===== config.mk =====
export PLATFORM = sky130hd
export DESIGN_NAME = rv_core
export DESIGN_NICKNAME = d
export VERILOG_FILES = /design/src/common/rv_pkg.sv /design/src/rtl/rv_fetch.sv /design/src/rtl/decode/rv_decode.sv /design/src/rtl/decode/rv_regfile.sv /design/src/rtl/execute/rv_execute.sv /design/src/rtl/rv_result.sv /design/src/rtl/rv_core.sv
export SDC_FILE = /design/constraint.sdc
export NUM_CORES = 2
export LEC_CHECK = 0
export BUFFER_PORTS_ARGS = -buffer_cell sky130_fd_sc_hd__buf_4
export CORE_ASPECT_RATIO = 0.7
export CORE_MARGIN = 4
export CORE_UTILIZATION = 59
export DETAILED_ROUTE_END_ITERATION = 16
export PLACE_DENSITY = 0.81
export SLEW_MARGIN = 20
export SYNTH_ARGS = -nofsm -noshare
export SYNTH_HDL_FRONTEND = slang
export SYNTH_SLANG_ARGS = --single-unit

===== constraint.sdc =====
create_clock -name clk -period 23.5 [get_ports clk]
set_clock_uncertainty 0.15 [all_clocks]
set_input_delay 4.7 -clock clk [delete_from_list [all_inputs] [get_ports clk]]
set_output_delay 4.7 -clock clk [all_outputs]
set_load 0.02 [all_outputs]

===== src/common/rv_pkg.sv =====
package rv_pkg;

    typedef logic [31:0] data_t;
    typedef logic [4:0]  reg_addr_t;
    typedef logic [6:0]  opcode_t;

    // major opcodes of the supported RV32I subset
    localparam opcode_t OPC_OP     = 7'b0110011;
    localparam opcode_t OPC_OP_IMM = 7'b0010011;
    localparam opcode_t OPC_LUI    = 7'b0110111;
    localparam opcode_t OPC_LOAD   = 7'b0000011;
    localparam opcode_t OPC_STORE  = 7'b0100011;
    localparam opcode_t OPC_BRANCH = 7'b1100011;
    localparam opcode_t OPC_JAL    = 7'b1101111;

    typedef enum logic [3:0] {
        ALU_ADD,
        ALU_SUB,
        ALU_AND,
        ALU_OR,
        ALU_XOR,
        ALU_SLT,
        ALU_SLL,
        ALU_SRL,
        // lui forwards the immediate unchanged
        ALU_PASS_B
    } alu_op_t;

    typedef enum logic [1:0] {
        CMP_EQ,
        CMP_NE,
        CMP_LT
    } cmp_op_t;

    typedef enum logic {
        SRC2_REG,
        SRC2_IMM
    } src2_sel_t;

    // write-back source, none for stores and branches
    typedef enum logic [1:0] {
        WB_NONE,
        WB_ALU,
        WB_MEM,
        WB_PC_NEXT
    } wb_sel_t;

endpackage


===== src/rtl/rv_fetch.sv =====
module rv_fetch #(
    parameter rv_pkg::data_t BOOT_ADDR = '0
) (
    input  logic          clk,
    input  logic          arst_n_i,
    input  logic          hold_i,
    input  logic          redirect_i,
    input  rv_pkg::data_t target_i,
    output rv_pkg::data_t instr_addr_o,
    input  rv_pkg::data_t instr_rdata_i,
    output logic          fd_valid_o,
    output rv_pkg::data_t fd_instr_o,
    output rv_pkg::data_t fd_pc_o
);

    rv_pkg::data_t pc_q;

    assign instr_addr_o = pc_q;

    // a redirect stays asserted during hold, so it is taken on the first free edge
    always_ff @(posedge clk or negedge arst_n_i) begin
        if (!arst_n_i) begin
            pc_q       <= BOOT_ADDR;
            fd_valid_o <= 1'b0;
        end else if (!hold_i) begin
            pc_q       <= redirect_i ? target_i : pc_q + 32'd4;
            fd_valid_o <= !redirect_i;
        end
    end

    always_ff @(posedge clk) begin
        if (!hold_i) begin
            fd_instr_o <= instr_rdata_i;
            fd_pc_o    <= pc_q;
        end
    end

    a_pc_aligned: assert property (@(posedge clk) disable iff (!arst_n_i)
        pc_q[1:0] == 2'b00)
        else $error("fetch: misaligned pc %h", pc_q);

endmodule


===== src/rtl/decode/rv_decode.sv =====
module rv_decode (
    input  logic              clk,
    input  logic              arst_n_i,
    input  logic              hold_i,
    input  logic              flush_i,
    input  logic              fd_valid_i,
    input  rv_pkg::data_t     fd_instr_i,
    input  rv_pkg::data_t     fd_pc_i,
    output rv_pkg::reg_addr_t rs1_o,
    output rv_pkg::reg_addr_t rs2_o,
    input  rv_pkg::data_t     rs1_data_i,
    input  rv_pkg::data_t     rs2_data_i,
    output logic              de_valid_o,
    output rv_pkg::data_t     de_pc_o,
    output rv_pkg::reg_addr_t de_rs1_o,
    output rv_pkg::reg_addr_t de_rs2_o,
    output rv_pkg::data_t     de_rs1_data_o,
    output rv_pkg::data_t     de_rs2_data_o,
    output rv_pkg::data_t     de_imm_o,
    output rv_pkg::reg_addr_t de_rd_o,
    output rv_pkg::alu_op_t   de_alu_op_o,
    output rv_pkg::src2_sel_t de_src2_sel_o,
    output rv_pkg::cmp_op_t   de_cmp_op_o,
    output logic              de_branch_o,
    output logic              de_jump_o,
    output logic              de_mem_we_o,
    output rv_pkg::wb_sel_t   de_wb_sel_o
);

    rv_pkg::opcode_t   opcode;
    logic [2:0]        funct3;
    logic              funct7_alt;
    rv_pkg::data_t     imm;
    rv_pkg::alu_op_t   alu_op;
    rv_pkg::src2_sel_t src2_sel;
    rv_pkg::cmp_op_t   cmp_op;
    logic              branch;
    logic              jump;
    logic              mem_we;
    rv_pkg::wb_sel_t   wb_sel;
    logic              op_known;

    // funct3 mapping shared by register and immediate forms
    function automatic rv_pkg::alu_op_t alu_decode(input logic [2:0] f3, input logic sub);
        case (f3)
            3'b000:  return sub ? rv_pkg::ALU_SUB : rv_pkg::ALU_ADD;
            3'b001:  return rv_pkg::ALU_SLL;
            3'b010:  return rv_pkg::ALU_SLT;
            3'b100:  return rv_pkg::ALU_XOR;
            3'b101:  return rv_pkg::ALU_SRL;
            3'b110:  return rv_pkg::ALU_OR;
            default: return rv_pkg::ALU_AND;
        endcase
    endfunction

    assign opcode     = fd_instr_i[6:0];
    assign funct3     = fd_instr_i[14:12];
    assign funct7_alt = fd_instr_i[30];
    assign rs1_o      = fd_instr_i[19:15];
    assign rs2_o      = fd_instr_i[24:20];

    always_comb begin
        op_known = 1'b1;
        imm      = {{20{fd_instr_i[31]}}, fd_instr_i[31:20]};
        alu_op   = rv_pkg::ALU_ADD;
        src2_sel = rv_pkg::SRC2_IMM;
        cmp_op   = rv_pkg::CMP_EQ;
        branch   = 1'b0;
        jump     = 1'b0;
        mem_we   = 1'b0;
        wb_sel   = rv_pkg::WB_ALU;
        case (opcode)
            rv_pkg::OPC_OP: begin
                src2_sel = rv_pkg::SRC2_REG;
                alu_op   = alu_decode(funct3, funct7_alt);
            end
            rv_pkg::OPC_OP_IMM: begin
                alu_op = alu_decode(funct3, 1'b0);
            end
            rv_pkg::OPC_LUI: begin
                imm    = {fd_instr_i[31:12], 12'b0};
                alu_op = rv_pkg::ALU_PASS_B;
            end
            rv_pkg::OPC_LOAD: begin
                wb_sel = rv_pkg::WB_MEM;
            end
            rv_pkg::OPC_STORE: begin
                imm    = {{20{fd_instr_i[31]}}, fd_instr_i[31:25], fd_instr_i[11:7]};
                mem_we = 1'b1;
                wb_sel = rv_pkg::WB_NONE;
            end
            rv_pkg::OPC_BRANCH: begin
                imm    = {{20{fd_instr_i[31]}}, fd_instr_i[7], fd_instr_i[30:25],
                          fd_instr_i[11:8], 1'b0};
                branch = 1'b1;
                wb_sel = rv_pkg::WB_NONE;
                case (funct3)
                    3'b001:  cmp_op = rv_pkg::CMP_NE;
                    3'b100:  cmp_op = rv_pkg::CMP_LT;
                    default: cmp_op = rv_pkg::CMP_EQ;
                endcase
            end
            rv_pkg::OPC_JAL: begin
                imm    = {{12{fd_instr_i[31]}}, fd_instr_i[19:12], fd_instr_i[20],
                          fd_instr_i[30:21], 1'b0};
                jump   = 1'b1;
                wb_sel = rv_pkg::WB_PC_NEXT;
            end
            default: begin
                op_known = 1'b0;
            end
        endcase
    end

    // flushed or unknown instructions leave as bubbles
    always_ff @(posedge clk or negedge arst_n_i) begin
        if (!arst_n_i) begin
            de_valid_o <= 1'b0;
        end else if (!hold_i) begin
            de_valid_o <= fd_valid_i && !flush_i && op_known;
        end
    end

    always_ff @(posedge clk) begin
        if (!hold_i) begin
            de_pc_o       <= fd_pc_i;
            de_rs1_o      <= rs1_o;
            de_rs2_o      <= rs2_o;
            de_rs1_data_o <= rs1_data_i;
            de_rs2_data_o <= rs2_data_i;
            de_imm_o      <= imm;
            de_rd_o       <= fd_instr_i[11:7];
            de_alu_op_o   <= alu_op;
            de_src2_sel_o <= src2_sel;
            de_cmp_op_o   <= cmp_op;
            de_branch_o   <= branch;
            de_jump_o     <= jump;
            de_mem_we_o   <= mem_we;
            de_wb_sel_o   <= wb_sel;
        end
    end

    a_known_opcode: assert property (@(posedge clk) disable iff (!arst_n_i)
        fd_valid_i && !flush_i && !hold_i |-> op_known)
        else $error("decode: unknown opcode %b at pc %h", opcode, fd_pc_i);

endmodule


===== src/rtl/decode/rv_regfile.sv =====
module rv_regfile (
    input  logic              clk,
    input  logic              arst_n_i,
    input  rv_pkg::reg_addr_t rs1_i,
    input  rv_pkg::reg_addr_t rs2_i,
    output rv_pkg::data_t     rs1_data_o,
    output rv_pkg::data_t     rs2_data_o,
    input  logic              wb_en_i,
    input  rv_pkg::reg_addr_t wb_rd_i,
    input  rv_pkg::data_t     wb_data_i
);

    // x0 has no storage
    rv_pkg::data_t regs [1:31];

    always_ff @(posedge clk) begin
        if (wb_en_i && wb_rd_i != '0) begin
            regs[wb_rd_i] <= wb_data_i;
        end
    end

    // same-cycle write is visible to decode at once
    always_comb begin
        if (rs1_i == '0) rs1_data_o = '0;
        else if (wb_en_i && wb_rd_i == rs1_i) rs1_data_o = wb_data_i;
        else rs1_data_o = regs[rs1_i];
        if (rs2_i == '0) rs2_data_o = '0;
        else if (wb_en_i && wb_rd_i == rs2_i) rs2_data_o = wb_data_i;
        else rs2_data_o = regs[rs2_i];
    end

    a_wb_known: assert property (@(posedge clk) disable iff (!arst_n_i)
        wb_en_i |-> !$isunknown(wb_rd_i) && !$isunknown(wb_data_i))
        else $error("regfile: write with unknown register or data");

endmodule


===== src/rtl/execute/rv_execute.sv =====
module rv_execute (
    input  logic              clk,
    input  logic              arst_n_i,
    input  logic              hold_i,
    input  logic              de_valid_i,
    input  rv_pkg::data_t     de_pc_i,
    input  rv_pkg::reg_addr_t de_rs1_i,
    input  rv_pkg::reg_addr_t de_rs2_i,
    input  rv_pkg::data_t     de_rs1_data_i,
    input  rv_pkg::data_t     de_rs2_data_i,
    input  rv_pkg::data_t     de_imm_i,
    input  rv_pkg::reg_addr_t de_rd_i,
    input  rv_pkg::alu_op_t   de_alu_op_i,
    input  rv_pkg::src2_sel_t de_src2_sel_i,
    input  rv_pkg::cmp_op_t   de_cmp_op_i,
    input  logic              de_branch_i,
    input  logic              de_jump_i,
    input  logic              de_mem_we_i,
    input  rv_pkg::wb_sel_t   de_wb_sel_i,
    input  logic              wb_en_i,
    input  rv_pkg::reg_addr_t wb_rd_i,
    input  rv_pkg::data_t     wb_data_i,
    output logic              redirect_o,
    output rv_pkg::data_t     target_o,
    output logic              er_valid_o,
    output logic              er_mem_we_o,
    output rv_pkg::data_t     er_alu_o,
    output rv_pkg::data_t     er_store_o,
    output rv_pkg::reg_addr_t er_rd_o,
    output rv_pkg::wb_sel_t   er_wb_sel_o,
    output rv_pkg::data_t     er_pc_next_o
);

    rv_pkg::data_t op_a;
    rv_pkg::data_t rs2_val;
    rv_pkg::data_t op_b;
    rv_pkg::data_t alu_res;
    logic          cmp_true;

    // bypass from result stage, load data included
    assign op_a    = (wb_en_i && wb_rd_i != '0 && wb_rd_i == de_rs1_i) ? wb_data_i
                                                                        : de_rs1_data_i;
    assign rs2_val = (wb_en_i && wb_rd_i != '0 && wb_rd_i == de_rs2_i) ? wb_data_i
                                                                        : de_rs2_data_i;
    assign op_b    = (de_src2_sel_i == rv_pkg::SRC2_IMM) ? de_imm_i : rs2_val;

    always_comb begin
        case (de_alu_op_i)
            rv_pkg::ALU_SUB: alu_res = op_a - op_b;
            rv_pkg::ALU_AND: alu_res = op_a & op_b;
            rv_pkg::ALU_OR:  alu_res = op_a | op_b;
            rv_pkg::ALU_XOR: alu_res = op_a ^ op_b;
            rv_pkg::ALU_SLT: alu_res = {31'b0, $signed(op_a) < $signed(op_b)};
            rv_pkg::ALU_SLL: alu_res = op_a << op_b[4:0];
            rv_pkg::ALU_SRL: alu_res = op_a >> op_b[4:0];
            rv_pkg::ALU_PASS_B: alu_res = op_b;
            default: alu_res = op_a + op_b;
        endcase
    end

    // branches always compare two registers
    always_comb begin
        case (de_cmp_op_i)
            rv_pkg::CMP_NE: cmp_true = op_a != rs2_val;
            rv_pkg::CMP_LT: cmp_true = $signed(op_a) < $signed(rs2_val);
            default:        cmp_true = op_a == rs2_val;
        endcase
    end

    assign redirect_o = de_valid_i && (de_jump_i || (de_branch_i && cmp_true));
    assign target_o   = de_pc_i + de_imm_i;

    // branches leave as bubbles, jal carries its link write onward
    always_ff @(posedge clk or negedge arst_n_i) begin
        if (!arst_n_i) begin
            er_valid_o <= 1'b0;
        end else if (!hold_i) begin
            er_valid_o <= de_valid_i && !de_branch_i;
        end
    end

    always_ff @(posedge clk) begin
        if (!hold_i) begin
            er_mem_we_o  <= de_mem_we_i;
            er_alu_o     <= alu_res;
            er_store_o   <= rs2_val;
            er_rd_o      <= de_rd_i;
            er_wb_sel_o  <= de_wb_sel_i;
            er_pc_next_o <= de_pc_i + 32'd4;
        end
    end

endmodule


===== src/rtl/rv_result.sv =====
module rv_result (
    input  logic              clk,
    input  logic              arst_n_i,
    input  logic              er_valid_i,
    input  logic              er_mem_we_i,
    input  rv_pkg::data_t     er_alu_i,
    input  rv_pkg::data_t     er_store_i,
    input  rv_pkg::reg_addr_t er_rd_i,
    input  rv_pkg::wb_sel_t   er_wb_sel_i,
    input  rv_pkg::data_t     er_pc_next_i,
    output logic              data_valid_o,
    output logic              data_we_o,
    output rv_pkg::data_t     data_addr_o,
    output rv_pkg::data_t     data_wdata_o,
    input  logic              data_ready_i,
    input  rv_pkg::data_t     data_rdata_i,
    output logic              hold_o,
    output logic              wb_en_o,
    output rv_pkg::reg_addr_t wb_rd_o,
    output rv_pkg::data_t     wb_data_o
);

    // loads and stores both go out on the data port
    assign data_valid_o = er_valid_i && (er_mem_we_i || er_wb_sel_i == rv_pkg::WB_MEM);
    assign data_we_o    = er_mem_we_i;
    assign data_addr_o  = er_alu_i;
    assign data_wdata_o = er_store_i;

    // freezes every stage until the request is taken
    assign hold_o = data_valid_o && !data_ready_i;

    assign wb_en_o = er_valid_i && er_wb_sel_i != rv_pkg::WB_NONE && !hold_o;
    assign wb_rd_o = er_rd_i;

    always_comb begin
        case (er_wb_sel_i)
            rv_pkg::WB_MEM:     wb_data_o = data_rdata_i;
            rv_pkg::WB_PC_NEXT: wb_data_o = er_pc_next_i;
            default:            wb_data_o = er_alu_i;
        endcase
    end

    a_req_stable: assert property (@(posedge clk) disable iff (!arst_n_i)
        data_valid_o && !data_ready_i |=> data_valid_o && $stable(data_we_o)
            && $stable(data_addr_o) && $stable(data_wdata_o))
        else $error("result: data request changed before acceptance");

endmodule


===== src/rtl/rv_core.sv =====
module rv_core #(
    parameter rv_pkg::data_t BOOT_ADDR = '0
) (
    input  logic          clk,
    input  logic          arst_n_i,
    output rv_pkg::data_t instr_addr_o,
    input  rv_pkg::data_t instr_rdata_i,
    output logic          data_valid_o,
    output logic          data_we_o,
    output rv_pkg::data_t data_addr_o,
    output rv_pkg::data_t data_wdata_o,
    input  logic          data_ready_i,
    input  rv_pkg::data_t data_rdata_i
);

    logic              hold;
    logic              redirect;
    rv_pkg::data_t     target;

    logic              fd_valid;
    rv_pkg::data_t     fd_instr;
    rv_pkg::data_t     fd_pc;

    rv_pkg::reg_addr_t rs1;
    rv_pkg::reg_addr_t rs2;
    rv_pkg::data_t     rs1_data;
    rv_pkg::data_t     rs2_data;

    logic              de_valid;
    rv_pkg::data_t     de_pc;
    rv_pkg::reg_addr_t de_rs1;
    rv_pkg::reg_addr_t de_rs2;
    rv_pkg::data_t     de_rs1_data;
    rv_pkg::data_t     de_rs2_data;
    rv_pkg::data_t     de_imm;
    rv_pkg::reg_addr_t de_rd;
    rv_pkg::alu_op_t   de_alu_op;
    rv_pkg::src2_sel_t de_src2_sel;
    rv_pkg::cmp_op_t   de_cmp_op;
    logic              de_branch;
    logic              de_jump;
    logic              de_mem_we;
    rv_pkg::wb_sel_t   de_wb_sel;

    logic              er_valid;
    logic              er_mem_we;
    rv_pkg::data_t     er_alu;
    rv_pkg::data_t     er_store;
    rv_pkg::reg_addr_t er_rd;
    rv_pkg::wb_sel_t   er_wb_sel;
    rv_pkg::data_t     er_pc_next;

    logic              wb_en;
    rv_pkg::reg_addr_t wb_rd;
    rv_pkg::data_t     wb_data;

    rv_fetch #(
        .BOOT_ADDR(BOOT_ADDR)
    ) rv_fetch_i (
        .clk          (clk),
        .arst_n_i     (arst_n_i),
        .hold_i       (hold),
        .redirect_i   (redirect),
        .target_i     (target),
        .instr_addr_o (instr_addr_o),
        .instr_rdata_i(instr_rdata_i),
        .fd_valid_o   (fd_valid),
        .fd_instr_o   (fd_instr),
        .fd_pc_o      (fd_pc)
    );

    // the redirect doubles as the decode flush
    rv_decode rv_decode_i (
        .clk          (clk),
        .arst_n_i     (arst_n_i),
        .hold_i       (hold),
        .flush_i      (redirect),
        .fd_valid_i   (fd_valid),
        .fd_instr_i   (fd_instr),
        .fd_pc_i      (fd_pc),
        .rs1_o        (rs1),
        .rs2_o        (rs2),
        .rs1_data_i   (rs1_data),
        .rs2_data_i   (rs2_data),
        .de_valid_o   (de_valid),
        .de_pc_o      (de_pc),
        .de_rs1_o     (de_rs1),
        .de_rs2_o     (de_rs2),
        .de_rs1_data_o(de_rs1_data),
        .de_rs2_data_o(de_rs2_data),
        .de_imm_o     (de_imm),
        .de_rd_o      (de_rd),
        .de_alu_op_o  (de_alu_op),
        .de_src2_sel_o(de_src2_sel),
        .de_cmp_op_o  (de_cmp_op),
        .de_branch_o  (de_branch),
        .de_jump_o    (de_jump),
        .de_mem_we_o  (de_mem_we),
        .de_wb_sel_o  (de_wb_sel)
    );

    rv_regfile rv_regfile_i (
        .clk       (clk),
        .arst_n_i  (arst_n_i),
        .rs1_i     (rs1),
        .rs2_i     (rs2),
        .rs1_data_o(rs1_data),
        .rs2_data_o(rs2_data),
        .wb_en_i   (wb_en),
        .wb_rd_i   (wb_rd),
        .wb_data_i (wb_data)
    );

    rv_execute rv_execute_i (
        .clk          (clk),
        .arst_n_i     (arst_n_i),
        .hold_i       (hold),
        .de_valid_i   (de_valid),
        .de_pc_i      (de_pc),
        .de_rs1_i     (de_rs1),
        .de_rs2_i     (de_rs2),
        .de_rs1_data_i(de_rs1_data),
        .de_rs2_data_i(de_rs2_data),
        .de_imm_i     (de_imm),
        .de_rd_i      (de_rd),
        .de_alu_op_i  (de_alu_op),
        .de_src2_sel_i(de_src2_sel),
        .de_cmp_op_i  (de_cmp_op),
        .de_branch_i  (de_branch),
        .de_jump_i    (de_jump),
        .de_mem_we_i  (de_mem_we),
        .de_wb_sel_i  (de_wb_sel),
        .wb_en_i      (wb_en),
        .wb_rd_i      (wb_rd),
        .wb_data_i    (wb_data),
        .redirect_o   (redirect),
        .target_o     (target),
        .er_valid_o   (er_valid),
        .er_mem_we_o  (er_mem_we),
        .er_alu_o     (er_alu),
        .er_store_o   (er_store),
        .er_rd_o      (er_rd),
        .er_wb_sel_o  (er_wb_sel),
        .er_pc_next_o (er_pc_next)
    );

    rv_result rv_result_i (
        .clk         (clk),
        .arst_n_i    (arst_n_i),
        .er_valid_i  (er_valid),
        .er_mem_we_i (er_mem_we),
        .er_alu_i    (er_alu),
        .er_store_i  (er_store),
        .er_rd_i     (er_rd),
        .er_wb_sel_i (er_wb_sel),
        .er_pc_next_i(er_pc_next),
        .data_valid_o(data_valid_o),
        .data_we_o   (data_we_o),
        .data_addr_o (data_addr_o),
        .data_wdata_o(data_wdata_o),
        .data_ready_i(data_ready_i),
        .data_rdata_i(data_rdata_i),
        .hold_o      (hold),
        .wb_en_o     (wb_en),
        .wb_rd_o     (wb_rd),
        .wb_data_o   (wb_data)
    );

endmodule


==> flow_summary.toml <==
[sta]
timing.slew.headroom = 0.2242
slew_viol_final = 0
setup_viol = 0
tightestPinTransition_ns = 1.164
setup_tns_ns = 0
setup_ws_ns = 12.46
fmax_mhz = 90.59
fin_crit_sh = 0.4697
grt_setup_unrepaired = "no"
min_period_ns = 11.04
hold_violations = 0

[yosys]
synth_area_sq_mm = 0.07111
ys_ff_latch = 1350
synthFlopType = "edfxtp_1"
yosys_warnings = 0
synth-async-reset-ratio = 0.02593
synthTopCellsByArea = "edfxtp_1 56%, mux4_2 16%, mux2i_1 3.3%"
synthCells = 4862
synth_top_area_share = 0.5553
ys_types = 92
syn_nets = 5096
avgSynthCellArea_sq_um = 14.63
synth_edf_count = 1315
seq_area_frac_synth = 0.5676
post-synth-top-area-cell = "edfxtp_1"

[worst_setup_path]
critical_path_buf_inv_count = 5
reg2reg_slack_ns = 15.39
crit_required_ns = 24.00
crit_fanout = 72
path_cells = "buf_4 -> nor2b_1 -> o21a_2 -> buf_4 -> nor4_4 -> buf_4 -> mux2i_1 -> inv_1 -> ha_1 -> nand3_1 -> nor3_1 -> and4_1 -> nand3_1 -> a21boi_0 -> o221ai_4 -> buf_4 -> nor2_1 -> mux2_2"
worst_setup_path_start_kind = "input port"
critPathKind = "in2reg"
rr_startpoint = "rv_execute_i.er_wb_sel_o[1]$_DFFE_PN_"
crit_family = "simple AND/OR/NAND/NOR gates"
cpPeakStageDelay_ns = 0.92
crit_start = "data_ready_i"
cp_common_cell = "buf_4"
arrival_ns = 11.54
cp-end-kind = "register"
slowest_stage = "mux2i_1"

[placed_design]
portBuffers = 164
place_ws_ns = 12.19
place_congestion = 1.112
place_inst = 6443
hpwl_mm = 158.3

[layout]
drive_above_1_share = 0.2404
multi_input_area_sq_mm = 0.02924
area_delta_synth_final_pct = 10.32
fin_nets = 5179
fillers = 8021
final_common_cell = "edfxtp_1"
seqCellArea_sq_mm = 0.04036
layout_common_cells = "1315 x edfxtp_1, 496 x mux4_2, 296 x buf_4"
stdcell_count = 6673

[cts]
cts_resized = 0
tritoncts = "done"
cts_setup_buffers = 0
cts_buffer_depth = 3
clock-sinks = 1350
holdBufCountCts = 0
cts_made_buffers = 120
clockRootBuffer = "clkbuf_16"
clock_latency_ns = 0.77
cts.clk_slew.worst_paths_ns = 0.07
htree_levels = 3

[route]
via_per_inst = 7.661
wl_per_cell_um = 37.53
dr.pass1.iters = 9
drc_errors = 0
drt-total-wl_mm = 250.4
num_vias = 51130
drt-initial-drc-count = 10390
detail-route-antenna-nets = 0

[status]
status = "completed"

[power_and_ir_drop]
vdd_drop_max_uv = 97.62
p_leak_nw = 27.17
internal_power_w = 0.004375
comb_power_share = 0.196
power.switching_w = 0.001865
pwr-share-clk = 0.322
switching_share = 0.2988
p_per_area_mw_per_mm2 = 79.53
p_seq_frac = 0.482

[floorplan]
dieArea_sq_mm = 0.1262
die_y_um = 298.5
coreArea_sq_mm = 0.1195
io_pins = 165
rows = 106
die_w_um = 422.9
initial_core_util = 0.5951

[global_routing]
use_met1 = 0.5546
grt-busiest-layer = "met1"
grt_max_degree = 170
met2_usage = 0.5392
grt_overflow = 0
grtUsageTotal = 0.3910
global_route.usage.met3 = 0.1618
grt_pass1_wl_mm = 353.0
grt_pass1_vias = 48660
grt_antenna_before_repair = 19

[min_path]
hp-class = "reg2reg"
hold_path.startpoint = "rv_fetch_i.fd_pc_o[13]$_DFFE_PN_"

[run]
maxCapViolCount = 0
[metrics by stage]
step / util / hold slack (ns) / total power (W) / cell area (sq um)
floorplan: - / 0.2503 / 0.003686 / 71110
global placement: 0.6237 / 0.2516 / 0.004193 / 74530
detailed placement: 0.6237 / 0.2545 / 0.004207 / 74530
CTS: 0.6563 / 0.2692 / 0.006176 / 78420
global route: 0.6563 / 0.2741 / 0.006392 / 78430
finish: 0.6565 / 0.2696 / 0.006239 / 78450
[sequential cells by signal, summed over array words and instances, names as in the netlist, 2 cells and up]
register / count
rv_decode_i.de_rs1_data_o: 32
rv_fetch_i.fd_pc_o: 32
rv_execute_i.er_pc_next_o: 32
rv_decode_i.de_cmp_op_o: 2
rv_decode_i.de_rs2_data_o: 32
rv_decode_i.de_rs1_o: 5
rv_fetch_i.fd_instr_o: 32
rv_execute_i.er_wb_sel_o: 2
rv_decode_i.de_rs2_o: 5
rv_decode_i.de_pc_o: 32
rv_execute_i.er_store_o: 32
rv_decode_i.de_wb_sel_o: 2
rv_fetch_i.instr_addr_o: 32
rv_regfile_i.regs: 992
rv_decode_i.de_alu_op_o: 4
rv_decode_i.de_imm_o: 32
rv_execute_i.er_rd_o: 5
rv_decode_i.de_rd_o: 5
rv_execute_i.er_alu_o: 32
[kinds of logic (layout without fill, tap and decap cells)]
kind of cell             after synthesis  after routing  synth area share
buffers and inverters                485            669           0.02757
XOR/XNOR                              84             84           0.01035
AND/OR/NAND/NOR                      893            893           0.05928
other                                  0              7                 0
flip-flops                          1350           1350            0.5676
multiplexers                         856            856            0.2108
AO/OA/AOI/OAI                       1027           1027           0.09465
adder cells (fa/ha/maj)              167            167           0.02970
[area by class of cell]
cell class                 instances  share of cell area
antenna                            7           0.0002233
clock buffer                     150             0.04037
clock inverter                    73            0.009299
inverter                         143            0.006938
multi-input combinational       3027              0.3727
sequential                      1350              0.5145
tap                             1620             0.02584
timing repair buffer             303             0.03011
[synth_stat cells, types with 8 or more instances]
cell type / count
a221o_1: 12
o221ai_1: 50
or3_1: 13
nor2b_1: 38
and3_1: 31
xor2_1: 26
o21bai_1: 27
a22oi_1: 10
mux2_2: 116
o211ai_1: 50
and2_1: 20
buf_6: 8
a211oi_1: 49
a21oi_1: 319
nand2b_1: 21
nor2_1: 315
dfrtp_1: 35
nand3b_1: 10
a21boi_0: 10
nor3_1: 78
buf_2: 49
ha_1: 164
mux4_2: 496
xnor2_1: 58
buf_1: 58
o22ai_1: 43
nand2_1: 160
nand3_1: 148
o21ai_0: 159
a21o_1: 54
a221oi_1: 83
o21a_1: 19
nand4_1: 18
inv_1: 137
edfxtp_1: 1315
mux2i_2: 8
o21ai_1: 25
mux2i_1: 231
a31oi_1: 21
clkbuf_1: 222
[power by group through the flow]
stage | sequential, W | combinational [W] | clock (W)
floorplan | 0.00303 | 0.000652 | 0
global placement | 0.00305 | 0.00114 | 0
detailed placement | 0.00305 | 0.00116 | 0
CTS | 0.00300 | 0.00117 | 0.00201
global route | 0.00301 | 0.00126 | 0.00212
finish | 0.00301 | 0.00122 | 0.00201
[per-layer routing]
metal	part of all wire	vias up
li1	-	19810
met1	0.36	25440
met2	0.41	5009
met3	0.18	851
met4	0.051	12
met5	0.0011	-
[final timing paths]
path | depth (start not counted) | endpoint
hold / removal | 0 | rv_decode_i.de_pc_o[13]$_DFFE_PN_
setup reg to reg | 18 | rv_fetch_i.instr_addr_o[0]$_DFFE_PN0P_
setup / recovery | 18 | rv_fetch_i.instr_addr_o[0]$_DFFE_PN0P_
max in group asynchronous | 1 | rv_fetch_i.instr_addr_o[14]$_DFFE_PN0N_
min in group asynchronous | 1 | rv_fetch_i.instr_addr_o[6]$_DFFE_PN0N_
hold reg to reg | 0 | rv_decode_i.de_pc_o[13]$_DFFE_PN_
(Power assumes the default switching activity.)
